`config.mk`:
```
export PLATFORM = sky130hd
export DESIGN_NAME = core_top
export DESIGN_NICKNAME = d
export VERILOG_FILES = /design/src/hw/core_pkg.sv /design/src/hw/core_ifu.sv /design/src/hw/core_idu.sv /design/src/hw/core_regfile.sv /design/src/hw/core_exu.sv /design/src/hw/core_lsu.sv /design/src/hw/core_pcu.sv /design/src/hw/core_top.sv
export SDC_FILE = /design/constraint.sdc
export NUM_CORES = 2
export LEC_CHECK = 0
export ABC_AREA = 0
export ABC_CLOCK_PERIOD_IN_PS = 11360
export BUFFER_PORTS_ARGS = -buffer_cell sky130_fd_sc_hd__buf_2
export CORE_ASPECT_RATIO = 1.1
export CORE_MARGIN = 4
export CORE_UTILIZATION = 40
export CTS_CLUSTER_SIZE = 28
export DETAILED_ROUTE_END_ITERATION = 10
export MAX_ROUTING_LAYER = met4
export PLACE_DENSITY_LB_ADDON = 0.2
export SETUP_SLACK_MARGIN = 0.05
export SLEW_MARGIN = 20
export SYNTH_ARGS = -nofsm -noshare
export SYNTH_HDL_FRONTEND = slang
export SYNTH_SLANG_ARGS = --single-unit
```
`constraint.sdc`:
```
create_clock -name clk -period 11.36 [get_ports clk]
set_input_delay 3.408 -clock clk [delete_from_list [all_inputs] [get_ports clk]]
set_output_delay 3.408 -clock clk [all_outputs]
set_load 0.01 [all_outputs]
```
`src/hw/core_pkg.sv`:
```
package core_pkg;

    localparam int XLEN = 32;
    localparam int NREGS = 16;
    localparam logic [XLEN-1:0] RESET_PC = 32'h0000_0000;

    // internal opcodes after decode
    typedef enum logic [4:0] {
        OP_LUI,
        OP_ADDI,
        OP_ANDI,
        OP_ORI,
        OP_XORI,
        OP_ADD,
        OP_SUB,
        OP_AND,
        OP_OR,
        OP_XOR,
        OP_SLT,
        OP_LW,
        OP_SW,
        OP_BEQ,
        OP_BNE,
        OP_JAL,
        OP_ILLEGAL
    } op_e;

    // per-instruction phases of the multicycle core
    typedef enum logic [1:0] {
        PH_FETCH,
        PH_EXEC,
        PH_MEM,
        PH_WB
    } phase_e;

    typedef struct packed {
        op_e             op;
        logic [3:0]      rd;
        logic [3:0]      rs1;
        logic [3:0]      rs2;
        logic [XLEN-1:0] imm;
        logic            writes_rd;
    } decoded_t;

    typedef struct packed {
        logic [XLEN-1:0] addr;
        logic [XLEN-1:0] wdata;
        logic            we;
    } mem_req_t;

    // trace record of one completed instruction
    typedef struct packed {
        logic [XLEN-1:0] pc;
        logic [3:0]      rd;
        logic [XLEN-1:0] wdata;
        logic            wen;
    } retire_t;

endpackage

```
`src/hw/core_ifu.sv`:
```
`timescale 1ns/1ps

module core_ifu (
    input  logic                      clk,
    input  logic                      arst_n,
    input  logic [core_pkg::XLEN-1:0] pc,
    input  logic                      fetch_start,
    output logic                      fetch_req,
    output logic [core_pkg::XLEN-1:0] fetch_addr,
    input  logic                      fetch_done,
    input  logic [core_pkg::XLEN-1:0] fetch_rdata,
    output logic [core_pkg::XLEN-1:0] inst
);

    // request stays up until the response comes back
    always_ff @(posedge clk or negedge arst_n) begin
        if (!arst_n) begin
            fetch_req <= 1'b0;
        end else if (fetch_start) begin
            fetch_req <= 1'b1;
        end else if (fetch_done) begin
            fetch_req <= 1'b0;
        end
    end

    // fetch address and instruction word, held for decode
    always_ff @(posedge clk) begin
        if (fetch_start) begin
            fetch_addr <= pc;
        end
        if (fetch_done) begin
            inst <= fetch_rdata;
        end
    end

    // pc unit must not start a new fetch while one is in flight
    a_no_restart: assert property (@(posedge clk) disable iff (!arst_n)
        fetch_start |-> !fetch_req);

endmodule

```
`src/hw/core_idu.sv`:
```
`timescale 1ns/1ps

module core_idu (
    input  logic [core_pkg::XLEN-1:0] inst,
    output core_pkg::decoded_t        dec
);

    logic [6:0] opcode;
    logic [2:0] funct3;
    logic [6:0] funct7;
    core_pkg::op_e op_raw;
    logic bad_idx;

    assign opcode = inst[6:0];
    assign funct3 = inst[14:12];
    assign funct7 = inst[31:25];

    // major opcode plus funct fields
    always_comb begin
        op_raw = core_pkg::OP_ILLEGAL;
        case (opcode)
            7'b0110111: op_raw = core_pkg::OP_LUI;
            7'b1101111: op_raw = core_pkg::OP_JAL;
            7'b0010011: begin
                case (funct3)
                    3'b000: op_raw = core_pkg::OP_ADDI;
                    3'b100: op_raw = core_pkg::OP_XORI;
                    3'b110: op_raw = core_pkg::OP_ORI;
                    3'b111: op_raw = core_pkg::OP_ANDI;
                    default: op_raw = core_pkg::OP_ILLEGAL;
                endcase
            end
            7'b0110011: begin
                if (funct7 == 7'b0000000) begin
                    case (funct3)
                        3'b000: op_raw = core_pkg::OP_ADD;
                        3'b010: op_raw = core_pkg::OP_SLT;
                        3'b100: op_raw = core_pkg::OP_XOR;
                        3'b110: op_raw = core_pkg::OP_OR;
                        3'b111: op_raw = core_pkg::OP_AND;
                        default: op_raw = core_pkg::OP_ILLEGAL;
                    endcase
                end else if (funct7 == 7'b0100000 && funct3 == 3'b000) begin
                    op_raw = core_pkg::OP_SUB;
                end
            end
            7'b0000011: if (funct3 == 3'b010) op_raw = core_pkg::OP_LW;
            7'b0100011: if (funct3 == 3'b010) op_raw = core_pkg::OP_SW;
            7'b1100011: begin
                if (funct3 == 3'b000) begin
                    op_raw = core_pkg::OP_BEQ;
                end else if (funct3 == 3'b001) begin
                    op_raw = core_pkg::OP_BNE;
                end
            end
            default: op_raw = core_pkg::OP_ILLEGAL;
        endcase
    end

    // RV32E has x0..x15, so bit 4 of any used index is illegal
    always_comb begin
        case (op_raw)
            core_pkg::OP_LUI, core_pkg::OP_JAL:
                bad_idx = inst[11];
            core_pkg::OP_ADDI, core_pkg::OP_ANDI, core_pkg::OP_ORI,
            core_pkg::OP_XORI, core_pkg::OP_LW:
                bad_idx = inst[11] | inst[19];
            core_pkg::OP_SW, core_pkg::OP_BEQ, core_pkg::OP_BNE:
                bad_idx = inst[19] | inst[24];
            default:
                bad_idx = inst[11] | inst[19] | inst[24];
        endcase
    end

    always_comb begin
        dec.op  = bad_idx ? core_pkg::OP_ILLEGAL : op_raw;
        dec.rd  = inst[10:7];
        dec.rs1 = inst[18:15];
        dec.rs2 = inst[23:20];
        case (dec.op)
            core_pkg::OP_LUI:
                dec.imm = {inst[31:12], 12'b0};
            core_pkg::OP_SW:
                dec.imm = {{20{inst[31]}}, inst[31:25], inst[11:7]};
            core_pkg::OP_BEQ, core_pkg::OP_BNE:
                dec.imm = {{19{inst[31]}}, inst[31], inst[7], inst[30:25], inst[11:8], 1'b0};
            core_pkg::OP_JAL:
                dec.imm = {{11{inst[31]}}, inst[31], inst[19:12], inst[20], inst[30:21], 1'b0};
            default:
                dec.imm = {{20{inst[31]}}, inst[31:20]};
        endcase
        // stores, branches, illegal ops and rd = x0 leave the register file alone
        dec.writes_rd = (dec.rd != 4'd0)
                      && (dec.op != core_pkg::OP_SW)
                      && (dec.op != core_pkg::OP_BEQ)
                      && (dec.op != core_pkg::OP_BNE)
                      && (dec.op != core_pkg::OP_ILLEGAL);
    end

endmodule

```
`src/hw/core_regfile.sv`:
```
`timescale 1ns/1ps

module core_regfile (
    input  logic                      clk,
    input  logic                      arst_n,
    input  logic [3:0]                raddr1,
    input  logic [3:0]                raddr2,
    output logic [core_pkg::XLEN-1:0] rdata1,
    output logic [core_pkg::XLEN-1:0] rdata2,
    input  logic                      wen,
    input  logic [3:0]                waddr,
    input  logic [core_pkg::XLEN-1:0] wdata
);

    logic [core_pkg::XLEN-1:0] regs [core_pkg::NREGS];

    always_ff @(posedge clk or negedge arst_n) begin
        if (!arst_n) begin
            for (int i = 0; i < core_pkg::NREGS; i++) begin
                regs[i] <= '0;
            end
        end else if (wen && waddr != 4'd0) begin
            regs[waddr] <= wdata;
        end
    end

    // x0 is never written, so it stays zero from reset
    assign rdata1 = regs[raddr1];
    assign rdata2 = regs[raddr2];

endmodule

```
`src/hw/core_exu.sv`:
```
`timescale 1ns/1ps

module core_exu (
    input  core_pkg::decoded_t        dec,
    input  logic [core_pkg::XLEN-1:0] pc,
    input  logic [core_pkg::XLEN-1:0] rs1_data,
    input  logic [core_pkg::XLEN-1:0] rs2_data,
    output logic [core_pkg::XLEN-1:0] alu_result,
    output logic [core_pkg::XLEN-1:0] mem_addr,
    output logic                      taken,
    output logic [core_pkg::XLEN-1:0] next_pc
);

    logic [core_pkg::XLEN-1:0] pc_plus4;
    logic                      rs_equal;

    assign pc_plus4 = pc + 32'd4;
    assign rs_equal = (rs1_data == rs2_data);
    assign mem_addr = rs1_data + dec.imm;

    always_comb begin
        case (dec.op)
            core_pkg::OP_LUI:  alu_result = dec.imm;
            core_pkg::OP_ADDI: alu_result = rs1_data + dec.imm;
            core_pkg::OP_ANDI: alu_result = rs1_data & dec.imm;
            core_pkg::OP_ORI:  alu_result = rs1_data | dec.imm;
            core_pkg::OP_XORI: alu_result = rs1_data ^ dec.imm;
            core_pkg::OP_ADD:  alu_result = rs1_data + rs2_data;
            core_pkg::OP_SUB:  alu_result = rs1_data - rs2_data;
            core_pkg::OP_AND:  alu_result = rs1_data & rs2_data;
            core_pkg::OP_OR:   alu_result = rs1_data | rs2_data;
            core_pkg::OP_XOR:  alu_result = rs1_data ^ rs2_data;
            core_pkg::OP_SLT:
                alu_result = {31'b0, $signed(rs1_data) < $signed(rs2_data)};
            // link address
            core_pkg::OP_JAL:  alu_result = pc_plus4;
            default:           alu_result = '0;
        endcase
    end

    // branch decision
    always_comb begin
        case (dec.op)
            core_pkg::OP_JAL: taken = 1'b1;
            core_pkg::OP_BEQ: taken = rs_equal;
            core_pkg::OP_BNE: taken = !rs_equal;
            default:          taken = 1'b0;
        endcase
    end

    assign next_pc = taken ? pc + dec.imm : pc_plus4;

endmodule

```
`src/hw/core_lsu.sv`:
```
`timescale 1ns/1ps

module core_lsu (
    input  logic                      clk,
    input  logic                      arst_n,
    input  logic                      fetch_req,
    input  logic [core_pkg::XLEN-1:0] fetch_addr,
    output logic                      fetch_done,
    input  logic                      data_req,
    input  core_pkg::mem_req_t        data_req_info,
    output logic                      data_done,
    output logic [core_pkg::XLEN-1:0] rdata,
    output core_pkg::mem_req_t        mem_req,
    output logic                      mem_req_valid,
    input  logic                      mem_req_ready,
    input  logic                      mem_rsp_valid,
    input  logic [core_pkg::XLEN-1:0] mem_rsp_rdata
);

    logic busy;
    logic owner_data;
    logic take;

    // new request only when nothing is in flight
    assign take = !busy && (fetch_req || data_req);

    always_ff @(posedge clk or negedge arst_n) begin
        if (!arst_n) begin
            mem_req_valid <= 1'b0;
            busy          <= 1'b0;
            owner_data    <= 1'b0;
        end else begin
            if (take) begin
                mem_req_valid <= 1'b1;
                busy          <= 1'b1;
                owner_data    <= data_req;
            end else if (mem_req_valid && mem_req_ready) begin
                mem_req_valid <= 1'b0;
            end
            if (mem_rsp_valid) begin
                busy <= 1'b0;
            end
        end
    end

    always_ff @(posedge clk) begin
        if (take) begin
            if (data_req) begin
                mem_req <= data_req_info;
            end else begin
                mem_req <= '{addr: fetch_addr, wdata: '0, we: 1'b0};
            end
        end
    end

    // response goes back to whoever issued the access
    assign fetch_done = mem_rsp_valid && !owner_data;
    assign data_done  = mem_rsp_valid && owner_data;
    assign rdata      = mem_rsp_rdata;

    a_req_stable: assert property (@(posedge clk) disable iff (!arst_n)
        mem_req_valid && !mem_req_ready |=> mem_req_valid && $stable(mem_req));

    a_rsp_outstanding: assert property (@(posedge clk) disable iff (!arst_n)
        mem_rsp_valid |-> busy && !mem_req_valid);

    a_one_source: assert property (@(posedge clk) disable iff (!arst_n)
        !(fetch_req && data_req));

endmodule

```
`src/hw/core_pcu.sv`:
```
`timescale 1ns/1ps

module core_pcu (
    input  logic                      clk,
    input  logic                      arst_n,
    input  core_pkg::decoded_t        dec,
    input  logic [core_pkg::XLEN-1:0] alu_result,
    input  logic [core_pkg::XLEN-1:0] mem_addr,
    input  logic [core_pkg::XLEN-1:0] rs2_data,
    input  logic [core_pkg::XLEN-1:0] next_pc,
    output logic                      fetch_start,
    input  logic                      fetch_done,
    output logic                      data_req,
    output core_pkg::mem_req_t        data_req_info,
    input  logic                      data_done,
    input  logic [core_pkg::XLEN-1:0] data_rdata,
    output logic [core_pkg::XLEN-1:0] pc,
    output logic                      rf_wen,
    output logic [3:0]                rf_waddr,
    output logic [core_pkg::XLEN-1:0] rf_wdata,
    output logic                      retire_valid,
    output core_pkg::retire_t         retire
);

    core_pkg::phase_e phase;
    logic issued;
    logic is_mem;
    logic [core_pkg::XLEN-1:0] load_q;

    assign is_mem = (dec.op == core_pkg::OP_LW) || (dec.op == core_pkg::OP_SW);

    // one-cycle kick at the start of the fetch and mem phases
    assign fetch_start = (phase == core_pkg::PH_FETCH) && !issued;
    assign data_req    = (phase == core_pkg::PH_MEM) && !issued;

    always_ff @(posedge clk or negedge arst_n) begin
        if (!arst_n) begin
            phase  <= core_pkg::PH_FETCH;
            pc     <= core_pkg::RESET_PC;
            issued <= 1'b0;
        end else begin
            if (fetch_start || data_req) begin
                issued <= 1'b1;
            end else if (fetch_done || data_done) begin
                issued <= 1'b0;
            end
            case (phase)
                core_pkg::PH_FETCH: if (fetch_done) phase <= core_pkg::PH_EXEC;
                core_pkg::PH_EXEC:  phase <= is_mem ? core_pkg::PH_MEM : core_pkg::PH_WB;
                core_pkg::PH_MEM:   if (data_done) phase <= core_pkg::PH_WB;
                default: begin
                    pc    <= next_pc;
                    phase <= core_pkg::PH_FETCH;
                end
            endcase
        end
    end

    // load data for write-back
    always_ff @(posedge clk) begin
        if (data_done) begin
            load_q <= data_rdata;
        end
    end

    assign data_req_info = '{addr: mem_addr, wdata: rs2_data, we: dec.op == core_pkg::OP_SW};

    assign rf_wen   = (phase == core_pkg::PH_WB) && dec.writes_rd;
    assign rf_waddr = dec.rd;
    assign rf_wdata = (dec.op == core_pkg::OP_LW) ? load_q : alu_result;

    assign retire_valid = (phase == core_pkg::PH_WB);
    assign retire = '{pc: pc, rd: dec.rd, wdata: rf_wdata, wen: rf_wen};

    // mem phase is reached only through a load or store decode
    a_data_only_mem: assert property (@(posedge clk) disable iff (!arst_n)
        data_req |-> is_mem);

endmodule

```
`src/hw/core_top.sv`:
```
`timescale 1ns/1ps

module core_top (
    input  logic                      clk,
    input  logic                      arst_n,
    output core_pkg::mem_req_t        mem_req,
    output logic                      mem_req_valid,
    input  logic                      mem_req_ready,
    input  logic                      mem_rsp_valid,
    input  logic [core_pkg::XLEN-1:0] mem_rsp_rdata,
    output logic                      retire_valid,
    output core_pkg::retire_t         retire,
    output logic [core_pkg::XLEN-1:0] pc
);

    logic                      fetch_start;
    logic                      fetch_req;
    logic [core_pkg::XLEN-1:0] fetch_addr;
    logic                      fetch_done;
    logic [core_pkg::XLEN-1:0] lsu_rdata;
    logic [core_pkg::XLEN-1:0] inst;
    core_pkg::decoded_t        dec;
    logic [core_pkg::XLEN-1:0] rs1_data;
    logic [core_pkg::XLEN-1:0] rs2_data;
    logic [core_pkg::XLEN-1:0] alu_result;
    logic [core_pkg::XLEN-1:0] mem_addr;
    logic [core_pkg::XLEN-1:0] next_pc;
    logic                      data_req;
    core_pkg::mem_req_t        data_req_info;
    logic                      data_done;
    logic                      rf_wen;
    logic [3:0]                rf_waddr;
    logic [core_pkg::XLEN-1:0] rf_wdata;

    core_ifu u_ifu (
        .clk         (clk),
        .arst_n      (arst_n),
        .pc          (pc),
        .fetch_start (fetch_start),
        .fetch_req   (fetch_req),
        .fetch_addr  (fetch_addr),
        .fetch_done  (fetch_done),
        .fetch_rdata (lsu_rdata),
        .inst        (inst)
    );

    core_idu u_idu (
        .inst (inst),
        .dec  (dec)
    );

    core_regfile u_regfile (
        .clk    (clk),
        .arst_n (arst_n),
        .raddr1 (dec.rs1),
        .raddr2 (dec.rs2),
        .rdata1 (rs1_data),
        .rdata2 (rs2_data),
        .wen    (rf_wen),
        .waddr  (rf_waddr),
        .wdata  (rf_wdata)
    );

    // branch decision is folded into next_pc
    core_exu u_exu (
        .dec        (dec),
        .pc         (pc),
        .rs1_data   (rs1_data),
        .rs2_data   (rs2_data),
        .alu_result (alu_result),
        .mem_addr   (mem_addr),
        .taken      (),
        .next_pc    (next_pc)
    );

    core_lsu u_lsu (
        .clk           (clk),
        .arst_n        (arst_n),
        .fetch_req     (fetch_req),
        .fetch_addr    (fetch_addr),
        .fetch_done    (fetch_done),
        .data_req      (data_req),
        .data_req_info (data_req_info),
        .data_done     (data_done),
        .rdata         (lsu_rdata),
        .mem_req       (mem_req),
        .mem_req_valid (mem_req_valid),
        .mem_req_ready (mem_req_ready),
        .mem_rsp_valid (mem_rsp_valid),
        .mem_rsp_rdata (mem_rsp_rdata)
    );

    core_pcu u_pcu (
        .clk           (clk),
        .arst_n        (arst_n),
        .dec           (dec),
        .alu_result    (alu_result),
        .mem_addr      (mem_addr),
        .rs2_data      (rs2_data),
        .next_pc       (next_pc),
        .fetch_start   (fetch_start),
        .fetch_done    (fetch_done),
        .data_req      (data_req),
        .data_req_info (data_req_info),
        .data_done     (data_done),
        .data_rdata    (lsu_rdata),
        .pc            (pc),
        .rf_wen        (rf_wen),
        .rf_waddr      (rf_waddr),
        .rf_wdata      (rf_wdata),
        .retire_valid  (retire_valid),
        .retire        (retire)
    );

endmodule

```
==> key figures <==
Critical path
  – Crit path kind: flop to output pin
  – Worst R2R Start: u_ifu.inst[2]$_DFFE_PP_
  – Max FO, Critical Path: 10
  – Crit path DAT: between 7 and 8 ns
  – Crit path max-delay cell type: fa_1
  – CP Launch Type: flop
  – CP dominant cell by count: buf_4
  – Crit path from: u_ifu.inst[2]$_DFFE_PP_
  – Cell family with most CP delay: compound AO/OA/AOI/OAI gates
  – Buf/Inv on CP: 6
  – Critical path data required time: roughly 8 ns
  – Crit path capture type: output pin
  – Crit-path max cell delay: roughly 0.48 ns

Layout
  – Core Util, Final: 0.4539
  – Area taken by multi-input logic gates: about 0.025 mm^2
  – Share of layout cells above drive strength 1: 0.2626
  – # fillers: approximately 11,000
  – Area delta synth->final: 12.77%
  – # nets final: 4,467
  – Sequential cell area: roughly 0.019 mm^2

CTS
  – Clock tree buffer depth: 3
  – Hold_buf cts: 0
  – CTS tree: built
  – Worst skew pair latency: approximately 0.72 ns
  – Clk sinks: a little over 700
  – H-Tree Depth: 3
  – Root buffer cell: clkbuf_16
  – Total CTS buffers: 80
  – Clock Pin Slew Worst Setup and Hold Paths: ~0.060 ns

Floorplanning
  – Initial Util: 0.4025
  – Die area: 0.1185 mm^2
  – Die Y: ~360 um
  – Num ports: approximately 200
  – Core area: ~0.11 mm^2
  – Rows: between 100 and 150
  – Die extent in x: 328.6 um

Synthesis
  – Most common cell in the netlist: dfrtp_1
  – FF+latch count, synth: a little over 700
  – Synth area leader: dfrtp_1
  – Sequential area share after synthesis: 0.4118
  – Yosys cell types: roughly 110
  – Mapped Nets: ~4,400
  – Synth Instances: between 4,000 and 5,000
  – Share of the synthesized area in the top cell type: 0.3049
  – Average size of a mapped cell: between 10 and 15 um^2
  – Leading post-synthesis cells by cell area: dfrtp_1 30%, mux4_2 15%, edfxtp_1 11%
  – Commonest cells in the synthesized netlist: 551 x dfrtp_1, 412 x nor2_1, 411 x a21oi_1, 363 x nand2_1, 305 x mux4_2
  – Number of flops mapped to enable cells by yosys: between 150 and 200
  – Synth warnings: 0
  – Prevailing post-synth register cell: dfrtp_1
  – Post-Synthesis Cell Area: roughly 0.045 mm^2
  – Post-synth ARST share: 0.7739

Global route
  – First-pass GRT wire length: roughly 260 mm
  – Gr busiest metal: met2
  – Number of global-route vias before repair: about 35,000
  – GR met2 Demand/Resource: 0.4616
  – GRT met3 Usage: 0.04614
  – GRT Overall Usage: 0.3044
  – Antenna violations before repair: 2
  – Grt ovf: 0
  – Largest net degree at the start of global routing: between 150 and 200
  – Met1 usage: 0.4034

Timing
  – Fin crit share: 0.9755
  – Setup ws final: 0.2781 ns
  – Final setup TNS: 0 ns
  – Final hold vios: 0
  – Unrepaired setup endpoints after global routing: no
  – Slew headroom: 0.2041
  – Max Fclk: 0.09024 GHz
  – Final setup fails: 0
  – Clk_skew: 0.03353 ns
  – Slew @ Worst Pin: approximately 1.2 ns
  – Max-slew violation count: 0
  – Min Clock Period, post-route: 11.08 ns

Power
  – Leakage power: ~22 nW
  – IR drop worst, VDD: 120.5 uV
  – PD cells: roughly 160 mW/mm^2

Worst hold path
  – Hold path start: u_regfile.regs[480]$_DFFE_PN0P_
  – Worst min path class: flop to flop

Place
  – Detail Placement HPWL: between 100 and 150 mm
  – GP Congestion: 1.032
  – Port bufs: between 200 and 250
  – Dpl ws: just under 0.4 ns

Routing
  – Routed Antenna Nets: 0
  – Average wire per standard cell: ~30 um
  – WL final: ~180 mm
  – 1st-pass router iterations: 10
  – Drc violations: 0
  – Vias: between 30,000 and 40,000
  – Detailed Route Iter0 Violations: 3,990
  – Routed vias/inst: approximately 6.2

Flow run
  – Max-Cap Viols: 0

Run status
  – Status: completed
## where the power goes
group	total, mW	internal (mW)	switching (mW)
Sequential	3.11	2.92	0.188
Clock	2.75	1.59	1.16
Combinational	2.27	0.764	1.50
## cell type report
class | count | area share
Sequential cell | 712 | 0.3652
Multi-Input combinational cell | 2994 | 0.4834
Antenna cell | 2 | 0.00009815
Inverter | 128 | 0.009422
Clock buffer | 106 | 0.04314
Clock inverter | 39 | 0.01151
Timing Repair Buffer | 381 | 0.05025
Tap cell | 1506 | 0.03695
## registers in the layout (all words and copies together), names as in the netlist
name	cells
u_pcu.load_q	32
u_lsu.owner_data	1
u_ifu.fetch_req	1
u_lsu.busy	1
u_ifu.inst	32
u_pcu.phase	2
u_lsu.mem_req_valid	1
u_pcu.pc	32
u_pcu.issued	1
u_regfile.regs	512
u_ifu.fetch_addr	32
u_lsu.mem_req	65
## layer usage
metal,part of all wire,up-vias
met4,0.057,0
li1,-,15872
met1,0.42,18587
met5,0,-
met2,0.46,1750
met3,0.071,444
## path summary, 6_finish.rpt
kind,endpoint,slack (ns),cells past startpoint
hold reg to reg,u_regfile.regs[480]$_DFFE_PN0P_,0.39,0
min in group asynchronous,u_regfile.regs[132]$_DFFE_PN0P_,2.69,1
max in group asynchronous,u_regfile.regs[472]$_DFFE_PN0P_,7.19,2
setup / recovery,retire[25],0.28,27
setup reg to reg,u_regfile.regs[415]$_DFFE_PN0P_,3.72,24
hold / removal,u_regfile.regs[480]$_DFFE_PN0P_,0.39,0
## kinds of logic after synthesis
group	after synthesis	share of synthesized area
AOI/OAI and AO/OA	1051	0.1505
xor gates and xnor gates	115	0.02227
adders and majority gates	134	0.03774
buffers and inverters	492	0.04911
DFF	712	0.4118
muxes	522	0.2063
and+or+nand+nor	1172	0.1223
## what timing repair did
item / CTS / global route
gates resized for setup: 3 / 12
pin swaps: 0 / 5
setup buffers: 6 / 9
endpoints found under the setup margin: 7 / 14
gates cloned: 0 / 0
## through the flow
step	hold WS, ns	total power [mW]	cells	area [um^2]
5_1_grt	0.4106	8.461	5868	50990
6_report	0.3939	8.123	5868	50990
2_1_floorplan	0.4413	4.476	4198	45220
4_1_cts	0.3966	8.141	5856	50830
3_5_place_dp	0.3833	5.373	5705	48000
3_3_place_gp	0.3763	5.379	5705	48000
## cells in the final DEF, fill, tap and decap left out, types with 41 or more instances in the layout
cell type | netlist | final
nand2_1 | 363 | 363
inv_1 | 126 | 125
buf_2 | 97 | 202
buf_4 | 43 | 162
mux2_2 | 193 | 193
o21ai_0 | 214 | 213
edfxtp_1 | 161 | 161
dfrtp_1 | 551 | 551
mux4_2 | 305 | 305
a21oi_1 | 411 | 409
clkbuf_16 | 0 | 80
xor2_1 | 41 | 41
nor3_1 | 64 | 60
ha_1 | 130 | 129
nand3_1 | 92 | 91
xnor2_1 | 74 | 74
nor2_1 | 412 | 408
No activity file was read; power rests on OpenSTA's default activity.
